<file path="src/hdl/db_config.svh">
`ifndef DB_CONFIG_SVH
`define DB_CONFIG_SVH

// pixel and bank geometry
`define DB_PIXEL_WIDTH 8
`define DB_RAM_DEPTH   208   // words per bank
`define DB_ADDR_W      8

// axi4-lite bus
`define DB_AXI_AW 8
`define DB_AXI_DW 32

// register map, byte offsets
`define DB_REG_WDATA0 8'h00  // wdata0..3 at 0x00-0x0c
`define DB_REG_CTRL   8'h10
`define DB_REG_PAD    8'h14
`define DB_REG_RADDR  8'h18
`define DB_REG_STATUS 8'h1C
`define DB_REG_RDATA0 8'h20  // rdata0..7 at 0x20-0x3c

`endif

</file>
<file path="src/hdl/db_pkg.sv">
package db_pkg;

  // write select, bit 1 picks chroma
  typedef enum logic [1:0] {
    LUMA_A   = 2'd0,  // blk_x[0] picks the half
    LUMA_B   = 2'd1,
    CHROMA_U = 2'd2,  // upper half of a chroma word
    CHROMA_V = 2'd3   // lower half
  } plane_e;

  typedef enum logic {
    HOST = 1'b0,
    PAD  = 1'b1
  } wr_id_e;

  typedef enum logic [1:0] {
    PAD_IDLE,
    PAD_LUMA,
    PAD_CHROMA_U,
    PAD_CHROMA_V
  } pad_state_e;

  typedef enum logic [1:0] {
    AX_IDLE,
    AX_WAIT_GNT,  // block write queued at the arbiter
    AX_RD_WAIT,
    AX_RESP
  } axil_state_e;

endpackage

</file>
<file path="src/hdl/db_wr_if.sv">
`include "db_config.svh"

interface db_wr_if
  import db_pkg::*;
();

  logic                           req;
  plane_e                         plane;
  logic [3:0]                     blk_x;  // 4x4 column
  logic [4:0]                     blk_y;  // 4x4 row
  logic [`DB_PIXEL_WIDTH*16-1:0]  wdata;  // row 0 pixel 0 in the msbs
  logic                           gnt;

  modport requester (
    output req, plane, blk_x, blk_y, wdata,
    input  gnt
  );

  modport arbiter (
    input  req, plane, blk_x, blk_y, wdata,
    output gnt
  );

endinterface

</file>
<file path="src/hdl/db_pad_fill.sv">
`include "db_config.svh"

module db_pad_fill
  import db_pkg::*;
(
  input  logic                        clk,
  input  logic                        rst_n,
  input  logic                        start_i,
  input  logic [`DB_PIXEL_WIDTH-1:0]  pad_value_i,
  output logic                        busy_o,
  db_wr_if.requester                  wr
);

  pad_state_e                  state;
  logic [3:0]                  blk_cnt;
  logic [`DB_PIXEL_WIDTH-1:0]  pad_r;
  logic                        last_blk;

  // 16 luma columns, 8 per chroma plane
  assign last_blk = (state == PAD_LUMA) ? (blk_cnt == 4'd15) : (blk_cnt == 4'd7);

  always_ff @(posedge clk or negedge rst_n) begin
    if (!rst_n) begin
      state   <= PAD_IDLE;
      blk_cnt <= 4'd0;
    end else if (state == PAD_IDLE) begin
      if (start_i)
        state <= PAD_LUMA;
    end else if (wr.gnt) begin
      blk_cnt <= last_blk ? 4'd0 : blk_cnt + 4'd1;
      if (last_blk) begin
        case (state)
          PAD_LUMA:     state <= PAD_CHROMA_U;
          PAD_CHROMA_U: state <= PAD_CHROMA_V;
          default:      state <= PAD_IDLE;
        endcase
      end
    end
  end

  always_ff @(posedge clk) begin
    if (state == PAD_IDLE && start_i)
      pad_r <= pad_value_i;  // fixed for the whole fill
  end

  assign busy_o   = (state != PAD_IDLE);
  assign wr.req   = busy_o;
  assign wr.blk_x = (state == PAD_LUMA) ? blk_cnt : {1'b0, blk_cnt[2:0]};
  assign wr.blk_y = (state == PAD_LUMA) ? 5'd16 : 5'd8;  // top neighbour row
  assign wr.wdata = {16{pad_r}};

  always_comb begin
    case (state)
      PAD_CHROMA_U: wr.plane = CHROMA_U;
      PAD_CHROMA_V: wr.plane = CHROMA_V;
      default:      wr.plane = blk_cnt[0] ? LUMA_B : LUMA_A;
    endcase
  end

endmodule

</file>
<file path="src/flat_wrapper.sv">
// flat-port wrapper written by rule: the top's interface ports become plain ports
module db_pad_fill_flat import db_pkg::*;
  (clk, rst_n, start_i, pad_value_i, busy_o, wr_req, wr_plane, wr_blk_x, wr_blk_y, wr_wdata, wr_gnt);
  db_wr_if wr_i ();
  input  logic clk;
  input  logic rst_n;
  input  logic start_i;
  input  logic [`DB_PIXEL_WIDTH-1:0] pad_value_i;
  output logic busy_o;
  output wire logic [$bits(wr_i.req)-1:0] wr_req;
  output wire logic [$bits(wr_i.plane)-1:0] wr_plane;
  output wire logic [$bits(wr_i.blk_x)-1:0] wr_blk_x;
  output wire logic [$bits(wr_i.blk_y)-1:0] wr_blk_y;
  output wire logic [$bits(wr_i.wdata)-1:0] wr_wdata;
  input wire logic [$bits(wr_i.gnt)-1:0] wr_gnt;
  assign wr_req = wr_i.req;
  assign wr_plane = wr_i.plane;
  assign wr_blk_x = wr_i.blk_x;
  assign wr_blk_y = wr_i.blk_y;
  assign wr_wdata = wr_i.wdata;
  assign wr_i.gnt = wr_gnt;
  db_pad_fill u_core (.clk(clk), .rst_n(rst_n), .start_i(start_i), .pad_value_i(pad_value_i), .busy_o(busy_o), .wr(wr_i));
endmodule
</file>
<file path="config.mk">
export PLATFORM = sky130hd
export DESIGN_NAME = db_pad_fill_flat
export DESIGN_NICKNAME = d
export VERILOG_FILES = /design/src/hdl/db_pkg.sv /design/src/hdl/db_wr_if.sv /design/src/hdl/db_pad_fill.sv /design/src/flat_wrapper.sv
export VERILOG_INCLUDE_DIRS = /design/src /design/src/hdl
export SDC_FILE = /design/constraint.sdc
export NUM_CORES = 1
export LEC_CHECK = 0
export BUFFER_PORTS_ARGS = -buffer_cell sky130_fd_sc_hd__buf_2
export CAP_MARGIN = 20
export CORE_UTILIZATION = 37
export CTS_CLUSTER_SIZE = 20
export DETAILED_ROUTE_END_ITERATION = 6
export PLACE_DENSITY = 0.8
export SKIP_LAST_GASP = 1
export SLEW_MARGIN = 20
export SYNTH_ARGS = -nofsm -noshare
export SYNTH_HDL_FRONTEND = slang
export SYNTH_SLANG_ARGS = --single-unit
export TNS_END_PERCENT = 100
</file>
<file path="constraint.sdc">
create_clock -name clk -period 2 [get_ports clk]
set_clock_uncertainty 0.1 [all_clocks]
set_input_delay 0.6 -clock clk [delete_from_list [all_inputs] [get_ports clk]]
set_output_delay 0.6 -clock clk [all_outputs]
set_load 0.05 [all_outputs]
</file>
=== After elaboration in Yosys (flattened, before gate mapping) ===
Cells that the tools add are included.

* Register bits: 14
* Output and inout bits: 141
* Bits of input ports: 12
* Logic and storage cells: 29

* Bitwise gates (word level): 1
* Add/sub/neg operators: 1
* Multiplexer cells: 11
* Equal/unequal tests: 6
* Reductions and logical operators: 7

{| class="wikitable"
|+ Operators with widths
! cell !! count
|-
| $mux W2 || 4
|-
| $mux W4 || 2
|-
| $pmux W2 S2 || 2
|-
| $reduce_bool A2 Y1 || 3
|-
| $mux W5 || 1
|-
| $add A4 B1 Y4 const B || 1
|-
| $eq A2 B2 Y1 const B || 2
|-
| $eq A4 B3 Y1 const B || 1
|-
| $eq A4 B4 Y1 const B || 1
|-
| $reduce_and A3 Y1 || 1
|-
| $eq A2 B1 Y1 const B || 1
|-
| $logic_not A2 Y1 || 1
|-
| $mux W1 || 2
|-
| $ne A2 B2 Y1 const B || 1
|-
| $reduce_and A2 Y1 || 1
|-
| $logic_and A1 B1 Y1 || 1
|-
| $not A1 Y1 || 1
|}

=== Depth between registers and ports, before layout ===
* Depth in word-level cells: 5
* Depth in mapped cells: 6

=== Worst setup path after synthesis ===
No wires, ideal clock.

* Path kind: reg2out
* Start: reg u_core.state[1]
* End: out wr_blk_x[3]
* Data arrival time: 1.519 ns
* Stages on the path, launching flop included: 4
* Setup slack: -0.219 ns
* Cells stage by stage: dfrtp_1 > inv_1 > ha_1 > ha_1

* Word-level cells in the longest chain between the ends: 2

{| class="wikitable"
|+ RTL lines
! element !! RTL line !! RTL
|-
| from (decl) || db_pad_fill.sv:14 || <nowiki>pad_state_e state;</nowiki>
|-
| from (signal assigned) || db_pad_fill.sv:24 || <nowiki>state <= PAD_IDLE;</nowiki>
|-
| from (signal assigned) || db_pad_fill.sv:28 || <nowiki>state <= PAD_LUMA;</nowiki>
|-
| from (signal assigned) || db_pad_fill.sv:33 || <nowiki>PAD_LUMA: state <= PAD_CHROMA_U;</nowiki>
|-
| $eq A2 B1 Y1 || db_pad_fill.sv:48 || <nowiki>assign wr.blk_x = (state == PAD_LUMA) ? blk_cnt : {1'b0, blk_cnt[2:0]};</nowiki>
|-
| $mux W4 || db_pad_fill.sv:48 ||
|-
| to (decl) || flat_wrapper.sv:12 || <nowiki>output wire logic [$bits(wr_i.blk_x)-1:0] wr_blk_x;</nowiki>
|}

Every way passes these cells.

=== Final worst setup path ===
* Start: reg u_core.state[0]
* End: out wr_plane[1]

* Word-level cells in the longest chain between the ends: 2
* Elaborated cells on any way between the ends: 3

{| class="wikitable"
|+ RTL lines
! element !! RTL line !! RTL
|-
| $eq A2 B2 Y1 || db_pad_fill.sv:53 || <nowiki>case (state)</nowiki>
|-
| $pmux W2 S2 * || db_pad_fill.sv:53 ||
|-
| to (decl) || flat_wrapper.sv:11 || <nowiki>output wire logic [$bits(wr_i.plane)-1:0] wr_plane;</nowiki>
|}

Mark *: on every way between the ends. The rest lies on a longest branch, timed or not.

==> results.json <==
{
  "power.density_nw_per_um2": 1810,
  "ys_seq_area_share_pct": 24.3,
  "cts-htree-levels": 1,
  "yosys_warnings": 0,
  "final_hold_viol_count": 0,
  "crit_type": "flip-flop to output port",
  "worstRegToRegCells": 6,
  "cap_violations": 0,
  "ir_worst_vdd_uv": 1150,
  "drc": 0,
  "clk_pin_slew_ns": 0.06,
  "drt_wl_total_microns": 2500,
  "ff2ff_setup_slack_ns": 0.13,
  "antennaDiodeCount": 0,
  "setup.worst_path.start": "u_core.state[0]",
  "ys.flop_type": "edfxtp_1",
  "final_util_pct": 39.3,
  "whs_ns": 0.0657,
  "clock_latency_ns": 0.24,
  "antenna_left": 0,
  "routedWlPerCell_microns": 9.77,
  "port_buffers": 149,
  "cts_made_buffers": 3,
  "synthesis.area_sq_um": 1610,
  "synth_cells": 178,
  "slew_violations": 0,
  "critical_path.endpoint": "wr_plane[1]",
  "fin_area_sq_um": 1610,
  "min_period_ns": 1.99,
  "dpl_cell_area_sq_um": 1480,
  "die_y_microns": 67.9,
  "crit_arrival_ns": 1.29,
  "avgSynthCellArea_sq_um": 9.03,
  "max_freq_ghz": 0.503,
  "nets": 226,
  "io_pins": 153,
  "critPathCaptureType": "output port",
  "design_power_total_w": 0.00290,
  "r2r-start": "u_core.state[0]",
  "drive_above_1_share_pct": 81.1,
  "ys_ff_latch": 14,
  "area_growth_pct": -0.156,
  "grt_pass1_wl_microns": 3040,
  "synth_edf_count": 8,
  "rows": 23,
  "rsz0062_at_grt": "yes",
  "grt_max_degree": 17,
  "status": "completed",
  "fp.dieArea_sq_um": 4610,
  "async_reset_ff_share_pct": 42.9,
  "routabilityCongestion": 0.655,
  "grt_antenna_before_repair": 0,
  "r2r_end": "u_core.state[1]",
  "cts_tree": "built",
  "root_buffer": "clkbuf_8",
  "crit_fanout": 5,
  "firstDrtPassIters": 4,
  "dp_hpwl_microns": 1980,
  "track_usage_pct": 9.13,
  "cts_sinks": 14,
  "grt_pass1_vias": 604,
  "critical_path_required_ns": 1.30,
  "fp.dieW_microns": 67.9,
  "worstHoldPathType": "input port to asynchronous set/reset pin",
  "start_util_pct": 39.3,
  "core_region_area_sq_um": 4090,
  "vias": 964,
  "drt-vias-per-instance": 3.77,
  "ys_types": 20,
  "clockBufferDepth": 2,
  "drtIter0Drc": 10,
  "timing.final.crit_share_pct": 99.4,
  "leakage_nw": 0.920,
  "gr-total-overflow": 0,
  "setup_viol_count_final": 0,
  "startpoint_type": "flip-flop"
}
-- metrics by stage --
stage               setup TNS (ns)  worst slack, ns  instances
finish                           0           0.0111        256
floorplan                  -0.0130          -0.0130        180
global route               -0.0515          -0.0331        256
CTS                              0          0.00224        256
global placement                 0            0.138        252
detailed placement               0           0.0924        252
-- registers in the layout, summed over array words and instances, names as in the netlist --
register,flops
u_core.state,2
u_core.pad_r,8
u_core.blk_cnt,4
-- cell families (layout without fill, tap and decap cells) --
| kind of cell | count (synthesis) | after routing | share of synthesized area (%) |
|---|---|---|---|
| buffers and inverters | 132 | 158 | 60.5 |
| xor gates and xnor gates | 1 | 1 | 0.545 |
| muxes | 3 | 3 | 2.26 |
| DFF | 14 | 14 | 24.3 |
| AOI/OAI and AO/OA | 4 | 4 | 1.48 |
| adders and majority gates | 6 | 6 | 4.67 |
| other | 1 | 3 | 0.233 |
| and+or+nand+nor | 17 | 17 | 6.07 |
-- placed cells by master (no fill, tap or decap), drive strengths merged --
master / instances
nand3: 3
dfrtp: 6
buf: 149
ha: 6
o21ai: 4
nand2: 8
edfxtp: 8
inv: 5
xnor2: 1
nand3b: 1
and3b: 1
clkbuf: 4
mux2i: 1
mux2: 2
or2: 1
and2b: 1
conb: 3
nand2b: 1
nor3b: 1
-- timing repair --
action / CTS / global route
hold buffers: 0 / 0
pin swaps: 0 / 1
setup buffers: 1 / 0
gates resized for setup: 16 / 5
endpoints found under the setup margin: 4 / 7
-- critical path, cell delays in order, from the launching register on --
cell and delay (ns):
dfrtp_2 0.44, ha_1 0.22, or2_4 0.24, buf_8 0.15
-- worst min path at each step --
stage          start                 to  slack, ns  depth (start not counted)
2_1_floorplan  rst_n  u_core.blk_cnt[0]       0.20                          0
3_3_place_gp   rst_n  u_core.blk_cnt[3]       0.33                          1
3_5_place_dp   rst_n  u_core.blk_cnt[3]       0.33                          1
4_1_cts        rst_n  u_core.blk_cnt[3]       0.07                          1
5_1_grt        rst_n  u_core.blk_cnt[0]       0.07                          1
6_report       rst_n  u_core.blk_cnt[3]       0.07                          1
-- power by group --
group	internal, W	switching, W
Sequential	0.000387	0.000126
Combinational	0.000521	0.00164
Clock	0.000133	0.0000928
-- per-layer routing --
| metal | vias up | global-route usage (%) | routed length [microns] |
|---|---|---|---|
| met4 | 0 | 7.03 | 48 |
| met3 | 4 | 1.17 | 211 |
| met1 | 414 | 11.1 | 987 |
| li1 | 481 | - | - |
| met2 | 65 | 14.5 | 1250 |
| met5 | - | 0 | 0 |
-- layout make-up --
class                           count  area (sq um)
Fill cell                         424          2480
Sequential cell                    14           393
Timing Repair Buffer              150           785
Clock buffer                        3          41.3
Inverter                            5          18.8
Tap cell                           50          62.6
Multi-Input combinational cell     34           305
-- synthesized netlist by cell type, types with 3 or more instances --
library cell / n / share of area, %
buf_4: 127 / 59
dfrtp_1: 6 / 9.3
edfxtp_1: 8 / 15
ha_1: 6 / 4.7
inv_1: 5 / 1.2
nand2_1: 8 / 1.9
nand3_1: 3 / 0.93
o21ai_0: 3 / 0.93
No activity file was read; power rests on OpenSTA's default activity.
