## src/hdl/db_config.svh

```systemverilog
`ifndef DB_CONFIG_SVH
`define DB_CONFIG_SVH

// pixel and bank geometry
`define DB_PIXEL_WIDTH 8
`define DB_RAM_DEPTH   208   // words per bank
`define DB_ADDR_W      8

// axi4-lite bus
`define DB_AXI_AW 8
`define DB_AXI_DW 32

// register map, byte offsets
`define DB_REG_WDATA0 8'h00  // wdata0..3 at 0x00-0x0c
`define DB_REG_CTRL   8'h10
`define DB_REG_PAD    8'h14
`define DB_REG_RADDR  8'h18
`define DB_REG_STATUS 8'h1C
`define DB_REG_RDATA0 8'h20  // rdata0..7 at 0x20-0x3c

`endif

```

## src/hdl/db_pkg.sv

```systemverilog
package db_pkg;

  // write select, bit 1 picks chroma
  typedef enum logic [1:0] {
    LUMA_A   = 2'd0,  // blk_x[0] picks the half
    LUMA_B   = 2'd1,
    CHROMA_U = 2'd2,  // upper half of a chroma word
    CHROMA_V = 2'd3   // lower half
  } plane_e;

  typedef enum logic {
    HOST = 1'b0,
    PAD  = 1'b1
  } wr_id_e;

  typedef enum logic [1:0] {
    PAD_IDLE,
    PAD_LUMA,
    PAD_CHROMA_U,
    PAD_CHROMA_V
  } pad_state_e;

  typedef enum logic [1:0] {
    AX_IDLE,
    AX_WAIT_GNT,  // block write queued at the arbiter
    AX_RD_WAIT,
    AX_RESP
  } axil_state_e;

endpackage

```

## src/hdl/db_wr_if.sv

```systemverilog
`include "db_config.svh"

interface db_wr_if
  import db_pkg::*;
();

  logic                           req;
  plane_e                         plane;
  logic [3:0]                     blk_x;  // 4x4 column
  logic [4:0]                     blk_y;  // 4x4 row
  logic [`DB_PIXEL_WIDTH*16-1:0]  wdata;  // row 0 pixel 0 in the msbs
  logic                           gnt;

  modport requester (
    output req, plane, blk_x, blk_y, wdata,
    input  gnt
  );

  modport arbiter (
    input  req, plane, blk_x, blk_y, wdata,
    output gnt
  );

endinterface

```

## src/hdl/db_wr_arb.sv

```systemverilog
`include "db_config.svh"

module db_wr_arb
  import db_pkg::*;
(
  input  logic                           clk,
  input  logic                           rst_n,
  db_wr_if.arbiter                       host,
  db_wr_if.arbiter                       pad,
  output logic                           wen_o,
  output plane_e                         wsel_o,
  output logic [3:0]                     w4x4_x_o,
  output logic [4:0]                     w4x4_y_o,
  output logic [`DB_PIXEL_WIDTH*16-1:0]  wdata_o
);

  wr_id_e last_id;

  assign host.gnt = host.req;  // host always wins
  assign pad.gnt  = pad.req & ~host.req;
  assign wen_o    = host.req | pad.req;

  always_comb begin
    if (host.req) begin
      wsel_o   = host.plane;
      w4x4_x_o = host.blk_x;
      w4x4_y_o = host.blk_y;
      wdata_o  = host.wdata;
    end else begin
      wsel_o   = pad.plane;
      w4x4_x_o = pad.blk_x;
      w4x4_y_o = pad.blk_y;
      wdata_o  = pad.wdata;
    end
  end

  always_ff @(posedge clk or negedge rst_n) begin
    if (!rst_n)
      last_id <= HOST;
    else if (wen_o)
      last_id <= host.req ? HOST : PAD;
  end

  a_one_gnt: assert property (@(posedge clk) disable iff (!rst_n) !(host.gnt && pad.gnt));

  // a stalled pad write lost to the host and keeps its block
  a_pad_hold: assert property (@(posedge clk) disable iff (!rst_n)
    (pad.req && !pad.gnt) |=> (last_id == HOST) && pad.req &&
                              $stable(pad.blk_x) && $stable(pad.blk_y));

endmodule

```

## src/flat_wrapper.sv

```systemverilog
// flat-port wrapper written by rule: the top's interface ports become plain ports
module db_wr_arb_flat import db_pkg::*;
  (clk, rst_n, wen_o, wsel_o, w4x4_x_o, w4x4_y_o, wdata_o, host_req, host_plane, host_blk_x, host_blk_y, host_wdata, host_gnt, pad_req, pad_plane, pad_blk_x, pad_blk_y, pad_wdata, pad_gnt);
  db_wr_if host_i ();
  db_wr_if pad_i ();
  input  logic clk;
  input  logic rst_n;
  output logic wen_o;
  output plane_e wsel_o;
  output logic [3:0] w4x4_x_o;
  output logic [4:0] w4x4_y_o;
  output logic [`DB_PIXEL_WIDTH*16-1:0] wdata_o;
  input wire logic [$bits(host_i.req)-1:0] host_req;
  input wire logic [$bits(host_i.plane)-1:0] host_plane;
  input wire logic [$bits(host_i.blk_x)-1:0] host_blk_x;
  input wire logic [$bits(host_i.blk_y)-1:0] host_blk_y;
  input wire logic [$bits(host_i.wdata)-1:0] host_wdata;
  output wire logic [$bits(host_i.gnt)-1:0] host_gnt;
  input wire logic [$bits(pad_i.req)-1:0] pad_req;
  input wire logic [$bits(pad_i.plane)-1:0] pad_plane;
  input wire logic [$bits(pad_i.blk_x)-1:0] pad_blk_x;
  input wire logic [$bits(pad_i.blk_y)-1:0] pad_blk_y;
  input wire logic [$bits(pad_i.wdata)-1:0] pad_wdata;
  output wire logic [$bits(pad_i.gnt)-1:0] pad_gnt;
  assign host_i.req = host_req;
  assign host_i.plane = host_plane;
  assign host_i.blk_x = host_blk_x;
  assign host_i.blk_y = host_blk_y;
  assign host_i.wdata = host_wdata;
  assign host_gnt = host_i.gnt;
  assign pad_i.req = pad_req;
  assign pad_i.plane = pad_plane;
  assign pad_i.blk_x = pad_blk_x;
  assign pad_i.blk_y = pad_blk_y;
  assign pad_i.wdata = pad_wdata;
  assign pad_gnt = pad_i.gnt;
  db_wr_arb u_core (.clk(clk), .rst_n(rst_n), .host(host_i), .pad(pad_i), .wen_o(wen_o), .wsel_o(wsel_o), .w4x4_x_o(w4x4_x_o), .w4x4_y_o(w4x4_y_o), .wdata_o(wdata_o));
endmodule
```

## config.mk

```make
export PLATFORM = sky130hd
export DESIGN_NAME = db_wr_arb_flat
export DESIGN_NICKNAME = d
export VERILOG_FILES = /design/src/hdl/db_pkg.sv /design/src/hdl/db_wr_if.sv /design/src/hdl/db_wr_arb.sv /design/src/flat_wrapper.sv
export VERILOG_INCLUDE_DIRS = /design/src /design/src/hdl
export SDC_FILE = /design/constraint.sdc
export NUM_CORES = 1
export LEC_CHECK = 0
export ABC_AREA = 1
export BUFFER_PORTS_ARGS = -buffer_cell sky130_fd_sc_hd__buf_2
export CORE_AREA = 10 10 155 157
export DETAILED_ROUTE_END_ITERATION = 8
export DIE_AREA = 0 0 165 167
export SLEW_MARGIN = 20
export SYNTH_ARGS = -nofsm -noshare
export SYNTH_HDL_FRONTEND = slang
export SYNTH_SLANG_ARGS = --single-unit
```

## constraint.sdc

```tcl
create_clock -name vclk -period 0.8
set_clock_uncertainty 0.15 [all_clocks]
set_input_delay 0.04 -clock vclk [all_inputs]
set_output_delay 0.04 -clock vclk [all_outputs]
set_load 0.05 [all_outputs]
```

Word level (Yosys, flattened, before mapping)
Cells that the tools add are included.

Output and inout port bits: 142. Register bits after elaboration: 0. Input bits: 282.

Bitwise operators: 3. Muxes and demuxes: 4.

Operators with widths (count): $mux 128 (1); $mux 5 (1); $mux 4 (1); $mux 2 (1); $and 1x1->1 (1); $not 1->1 (1); $or 1x1->1 (1).

Depth between registers and ports, before layout
Gate-level depths: netlist of run 1.

Depth after elaboration: 2. Gate-level depth with buffers: 6. Gate-level depth less buffers: 3.

Worst setup path after synthesis of run 1
No wires, ideal clock.

Kind: in2out. Start point: input port host_req. End point: output port pad_gnt. Data arrival time: 1001 ps. Buffers on the path: 2. Data required time: 610 ps. Cell stages on the path: 3. Path slack: -391 ps. Cell sequence: buf_2 > buf_2 > nor2_1.

Cells in the longest elaborated chain, start to end: 2.

RTL lines: start: declaration (RTL line flat_wrapper.sv:13) `input wire logic [$bits(host_i.req)-1:0] host_req;`; $not 1->1 (RTL line db_wr_arb.sv:20) `assign pad.gnt = pad.req & ~host.req;`; $and 1x1->1 (RTL line db_wr_arb.sv:20); end: declaration (RTL line flat_wrapper.sv:24) `output wire logic [$bits(pad_i.gnt)-1:0] pad_gnt;`.

No other way between the ends.

Final worst setup path of run 1
Start point: input port host_req. End point: output port wdata_o[17].

Cells in the longest elaborated chain, start to end: 1.

RTL lines: $mux 128 (RTL line db_wr_arb.sv:24) `if (host.req) begin`; end: declaration (RTL line flat_wrapper.sv:12) `` output logic [`DB_PIXEL_WIDTH*16-1:0] wdata_o; ``.

No other way between the ends.

==> run_results.csv, run 1 <==
group,metric,value,unit
run_status,status,"finished with violations",
run_status,violations,"setup timing",
placed_design,placed_cell_area,5990,µm²
timing,setup_slack,-207,ps
layout,fin_area,9020,µm²
min_path,min_from,"pad_wdata[92]",
critical_path,startpoint_type,"input port",
min_path,worstHoldPathCells,4,
synthesis,yosysWarnings,0,
global_routing,grt_max_degree,19,
layout,area_growth_syn_to_layout,397,%
layout,seq_cells,0,
synthesis,synth_cell_types,7,
clock_tree,postCtsHoldBufs,0,
placed_design,post-dp-hpwl,15900,µm
placed_design,port_buffers,422,
critical_path,worstPathCellList,"buf_16, buf_16, buf_12, nand2_4, nand2_4, buf_12",
layout,stdcell_count,1173,
synthesis,ys_seq_area_share,0,%
drt,ant_nets,0,
pwr,powerDensity,866,nW/µm²
critical_path,critPathSlowestCell,"buf_16",
timing,hold_viol_final,0,
layout,regArea,0,µm²
synthesis,synth_area,1810,µm²
placed_design,dp_slack,-461,ps
layout,drive_gt1_share,88.1,%
timing,fin_crit_sh,126,%
timing,fmax,0.993,GHz
floorplanning,die-area,27600,µm²
layout,nets,1181,
drt,dr.pass1.iters,4,
timing,finalMaxSlewViolations,0,
critical_path,cp_max_fo,7,
placed_design,gp_congestion,0.903,
critical_path,path_delay_family,"buffers and inverters",
critical_path,cp.arrival,820,ps
synthesis,syn_inst,453,
timing,finalSetupViolCount,142,
global_routing,grt_pass1_vias,5489,
min_path,min_path_type,"input port to output pin",
floorplanning,rows,53,
floorplanning,io_pins,424,
critical_path,crit_path_end_kind,"output pin",
global_routing,antenna_found_initial,1,
critical_path,critPathKind,"input port to output pin",
run,drv_cap,0,
global_routing,overflow,0,
timing,tightest_slew,177,ps
pwr,vdd_ir_drop_max,0.555,mV
global_routing,grt_pass1_wl,32300,µm
critical_path,cpPeakStageDelay,180,ps
drt,drtIter0Drc,183,
layout,clkbuf_count,0,
drt,via_per_inst,4.00,
drt,num_vias,4697,
floorplanning,die_h,167,µm
critical_path,crit_buf_inv,4,
drt,drc,0,
timing,relSlewSlack,88.2,%
floorplanning,die_x,165,µm
drt,drt_wl_total,23500,µm
synthesis,avgSynthCellArea,4.00,µm²
placed_design,dp_cells,1139,
global_routing,grtUsageTotal,15.1,%
pwr,p_leak,4.71,nW
floorplanning,initial_utilization,8.71,%
min_path,hold_end,"wdata_o[92]",
timing,rsz0062_at_grt,"yes",
timing,period_minus_slack,1010,ps
critical_path,required,610,ps
floorplanning,core-area,20800,µm²
synthesis,synth_nets,735,
drt,wl_per_cell,20.0,µm
==> worst max-delay path by stage <==
stage                        start           end  cells after the start
final                     host_req   wdata_o[17]                      6
after global routing      host_req   wdata_o[17]                      6
after CTS                 host_req   wdata_o[43]                      6
after detailed placement  host_req  wdata_o[123]                      5
after global placement    host_req     wsel_o[0]                      5
after floorplan           host_req       pad_gnt                      3
==> layout by cell type (no fill, tap or decap), types with 2 or more instances in the layout <==
cell	netlist	routed
nand2_1	418	106
buf_16	0	19
buf_6	11	25
buf_12	0	38
nand2_2	0	69
buf_4	2	2
nand2_4	0	204
buf_2	19	279
nand2_8	0	39
clkbuf_16	0	4
buf_8	0	107
==> synth_stat cells <==
library cell  number  share of area [%]
inv_2              1               0.21
buf_6             11                6.8
inv_1              1               0.21
nand2_1          418                 86
nor2_1             1               0.21
buf_2             19                5.2
buf_4              2               0.83
==> power breakdown <==
part / switching [mW] / total [mW] / internal (mW)
Combinational: 4.45 / 7.81 / 3.36
Sequential: 0 / 0 / 0
Clock: 0 / 0.000000167 / 0.000000167
Total: 4.45 / 7.81 / 3.36
==> metrics by stage <==
stage	hold WS (ps)	util (%)	TNS, ps	total power, mW
2_1_floorplan	75.7	-	-10390	3.72
3_3_place_gp	273	28.7	-52440	5.42
3_5_place_dp	276	28.7	-53790	5.46
4_1_cts	260	40.0	-24730	7.34
5_1_grt	271	43.3	-26860	8.13
6_report	260	43.3	-22140	7.81
==> repair_timing <==
action | CTS | global route
pin swaps | 4 | 31
cloned | 21 | 4
gates resized for setup | 508 | 168
buffers inserted | 12 | 2
setup endpoints to repair | 142 | 142
==> logic make-up (layout without fill, tap and decap cells) <==
logic type | Yosys count | in the layout | synth area share, %
other | 0 | 1 | 0
buffers and inverters | 34 | 478 | 13.3
AND/OR/NAND/NOR | 419 | 419 | 86.7
==> worst min-delay path, delay by kind of cell <==
kind	cells	cell delay, ps
buffers and inverters	2	210
AND/OR/NAND/NOR	2	120
==> metal layers <==
metal | wire, µm | share of wire, % | vias to the layer above | track usage, %
li1 | - | - | 2236 | -
met1 | 7730 | 33 | 2135 | 15.2
met2 | 12400 | 53 | 292 | 28.3
met3 | 2620 | 11 | 34 | 5.23
met4 | 680 | 2.9 | 0 | 4.01
met5 | 0 | 0 | - | 0
==> layout make-up <==
type / count / area, µm²
Timing Repair Buffer: 474 / 4680
Fill cell: 1898 / 11800
Timing Repair inverter: 2 / 36.3
Antenna cell: 1 / 2.50
Inverter: 2 / 33.8
Multi-Input combinational cell: 419 / 3920
Tap cell: 275 / 344
Power figures use the tool's default switching activity.
==> run 2, diff against run 1 <==
--- a/config.mk
+++ b/config.mk
@@ -6,7 +6,7 @@
 export SDC_FILE = /design/constraint.sdc
 export NUM_CORES = 1
 export LEC_CHECK = 0
-export ABC_AREA = 1
+export ABC_CLOCK_PERIOD_IN_PS = 800
 export BUFFER_PORTS_ARGS = -buffer_cell sky130_fd_sc_hd__buf_2
 export CORE_AREA = 10 10 155 157
 export DETAILED_ROUTE_END_ITERATION = 8
==> run_results.csv, run 2 <==
group,metric,value,unit
clock_tree,postCtsHoldBufs,0,
global_routing,grt.busiest_layer,"met2",
pwr,p_clk_share,0,%
global_routing,use_met3,4.71,%
placed_design,gp_congestion,1.03,
floorplanning,die_h,167,µm
timing,rsz0062_at_grt,"yes",
global_routing,grt_max_degree,21,
synthesis,synth_simple_gate_area_share,0.605,%
global_routing,overflow,0,
pwr,p_int,2.55,mW
global_routing,grtUsageTotal,12.0,%
global_routing,grt_util_met2,23.2,%
critical_path,cp.arrival,990,ps
critical_path,cpPeakStageDelay,360,ps
placed_design,dp_cells,867,
critical_path,cp_num_cells,5,
critical_path,crit_top_cell,"buf_6",
pwr,netSwitchingPower,3.11,mW
layout,nets,887,
layout,area_growth_syn_to_layout,186,%
pwr,powerDensity,958,nW/µm²
min_path,min_from,"pad_req",
pwr,swShare,54.9,%
drt,wl_per_cell,21.8,µm
min_path,worstHoldPathCells,3,
drt,ant_nets,0,
drt,drc,0,
run_status,status,"finished with violations",
synthesis,ys_seq_area_share,0,%
run_status,violations,"setup timing",
timing,finalMaxSlewViolations,0,
global_routing,grt_pass1_vias,3740,
layout,clkbuf_count,0,
synthesis,syn_inst,158,
min_path,min_path_type,"input port to output pin",
synthesis,synth_nets,440,
synthesis,synth.top_cell.area_share,63.9,%
floorplanning,die_x,165,µm
timing,period_minus_slack,1180,ps
layout,fill_cells,2161,
timing,tightest_slew,150,ps
critical_path,required,610,ps
floorplanning,core-area,20800,µm²
placed_design,port_buffers,422,
pwr,power,5.67,mW
synthesis,synthTopCellsByCount,"88 x mux2_4, 51 x mux2_2, 10 x buf_6, 5 x buf_2",
global_routing,global_route.usage.met1,11.8,%
pwr,combPwrFrac,100.0,%
drt,via_per_inst,3.63,
synthesis,synthXorXnorAreaFrac,0,%
layout,layout_common_cells,"279 x buf_2, 141 x buf_6, 101 x mux2_4",
synthesis,synth_most_common_cell,"mux2_4",
timing,relSlewSlack,90.1,%
timing,fmax,0.847,GHz
critical_path,crit_path_end_kind,"output pin",
min_path,hold_end,"wen_o",
layout,fin_area,5920,µm²
drt,drtIter0Drc,109,
layout,regArea,0,µm²
synthesis,synth_mux_area_share,91.7,%
drt,dr.pass1.iters,4,
critical_path,path_delay_family,"buffers and inverters",
floorplanning,io_pins,424,
timing,setup_slack,-381,ps
synthesis,yosysWarnings,0,
global_routing,grt_pass1_wl,25200,µm
critical_path,startpoint_type,"input port",
synthesis,synthAdderAreaFrac,0,%
layout,seq_cells,0,
run,drv_cap,0,
synthesis,avgSynthCellArea,13.1,µm²
critical_path,critPathKind,"input port to output pin",
floorplanning,die-area,27600,µm²
timing,finalSetupViolCount,142,
synthesis,synth_area_leaders,"mux2_4 64%, mux2_2 28%, buf_6 5.4%, buf_2 1.2%, buf_8 0.73%",
drt,drt_wl_total,19100,µm
synthesis,synth-compound-area-share,0,%
layout,final_common_cell,"buf_2",
critical_path,crit_buf_inv,4,
synthesis,synth_area,2070,µm²
timing,tns,-47120,ps
synthesis,post-synth-top-area-cell,"mux2_4",
critical_path,cp_max_fo,11,
placed_design,placed_cell_area,4680,µm²
pwr,p_seq_share,0,%
timing,fin_crit_sh,148,%
floorplanning,rows,53,
layout,drive_gt1_share,100,%
pwr,p_leak,3.26,nW
synthesis,synth_top_family_by_area,"multiplexers",
critical_path,critPathSlowestCell,"mux2_2",
drt,num_vias,3188,
pwr,vdd_ir_drop_max,0.559,mV
layout,stdcell_count,879,
critical_path,worstPathCellList,"buf_12, buf_16, buf_6, mux2_2, buf_6",
synthesis,synth_cell_types,8,
layout,multiInputGateArea,1970,µm²
placed_design,post-dp-hpwl,16900,µm
timing,hold_viol_final,0,
global_routing,antenna_found_initial,1,
floorplanning,initial_utilization,9.93,%
## run 2: cell count changes in the layout (fill, tap and decap cells not counted), moves of 69 or more
cell	delta
nand2_4	-204
buf_8	-93
buf_6	+116
nand2_1	-106
mux2_4	+101
nand2_2	-69
## run 2: worst max path at each step
stage / end / slack [ps] / from
after global routing: wdata_o[40] / -410 / host_req
after CTS: wdata_o[30] / -430 / host_req
after global placement: wdata_o[126] / -430 / host_req
final: wdata_o[30] / -380 / host_req
after floorplan: wdata_o[100] / -210 / host_req
after detailed placement: w4x4_y_o[1] / -460 / host_req
## run 2: what timing repair did
action / 4_1_cts / 5_1_grt
cloned: 1 / 3
endpoints found under the setup margin: 142 / 142
gates resized for setup: 245 / 85
hold endpoints to repair: 0 / 0
setup buffers: 2 / 5
## run 2: power groups by stage
stage | Sequential, mW | Clock [mW] | Combinational, mW
after global placement | 0 | 0 | 4.63
after detailed placement | 0 | 0 | 4.64
final | 0 | 0.000000167 | 5.67
after CTS | 0 | 0 | 5.37
after global routing | 0 | 0 | 5.89
after floorplan | 0 | 0 | 3.19
## run 2: layout make-up
| type | count | area share [%] |
|---|---|---|
| Antenna cell | 1 | 0.0423 |
| Multi-Input combinational cell | 141 | 33.2 |
| Tap cell | 275 | 5.81 |
| Timing Repair Buffer | 462 | 60.9 |
## run 2: per-layer routing
layer | vias to the layer above | share of wire [%]
met5 | - | 0
met4 | 0 | 1.8
met3 | 14 | 12
met2 | 258 | 52
met1 | 1425 | 33
li1 | 1491 | -
## run 2: worst min-delay path, delay by kind of cell
kind	cells	cell delay, ps
buf+inv	2	240
simple gates	1	110
## run 2: per-stage QoR
| stage | hold WS (ps) | setup slack [ps] | utilization, % |
|---|---|---|---|
| 3_3_place_gp | 348 | -435 | 22.5 |
| 5_1_grt | 280 | -412 | 28.4 |
| 3_5_place_dp | 351 | -460 | 22.5 |
| 2_1_floorplan | 87.1 | -205 | - |
| 4_1_cts | 273 | -430 | 26.3 |
| 6_report | 274 | -381 | 28.4 |
## run 2: cells by family after synthesis
kind of cell  after synthesis
simple gates                2
mux                       139
buf+inv                    17
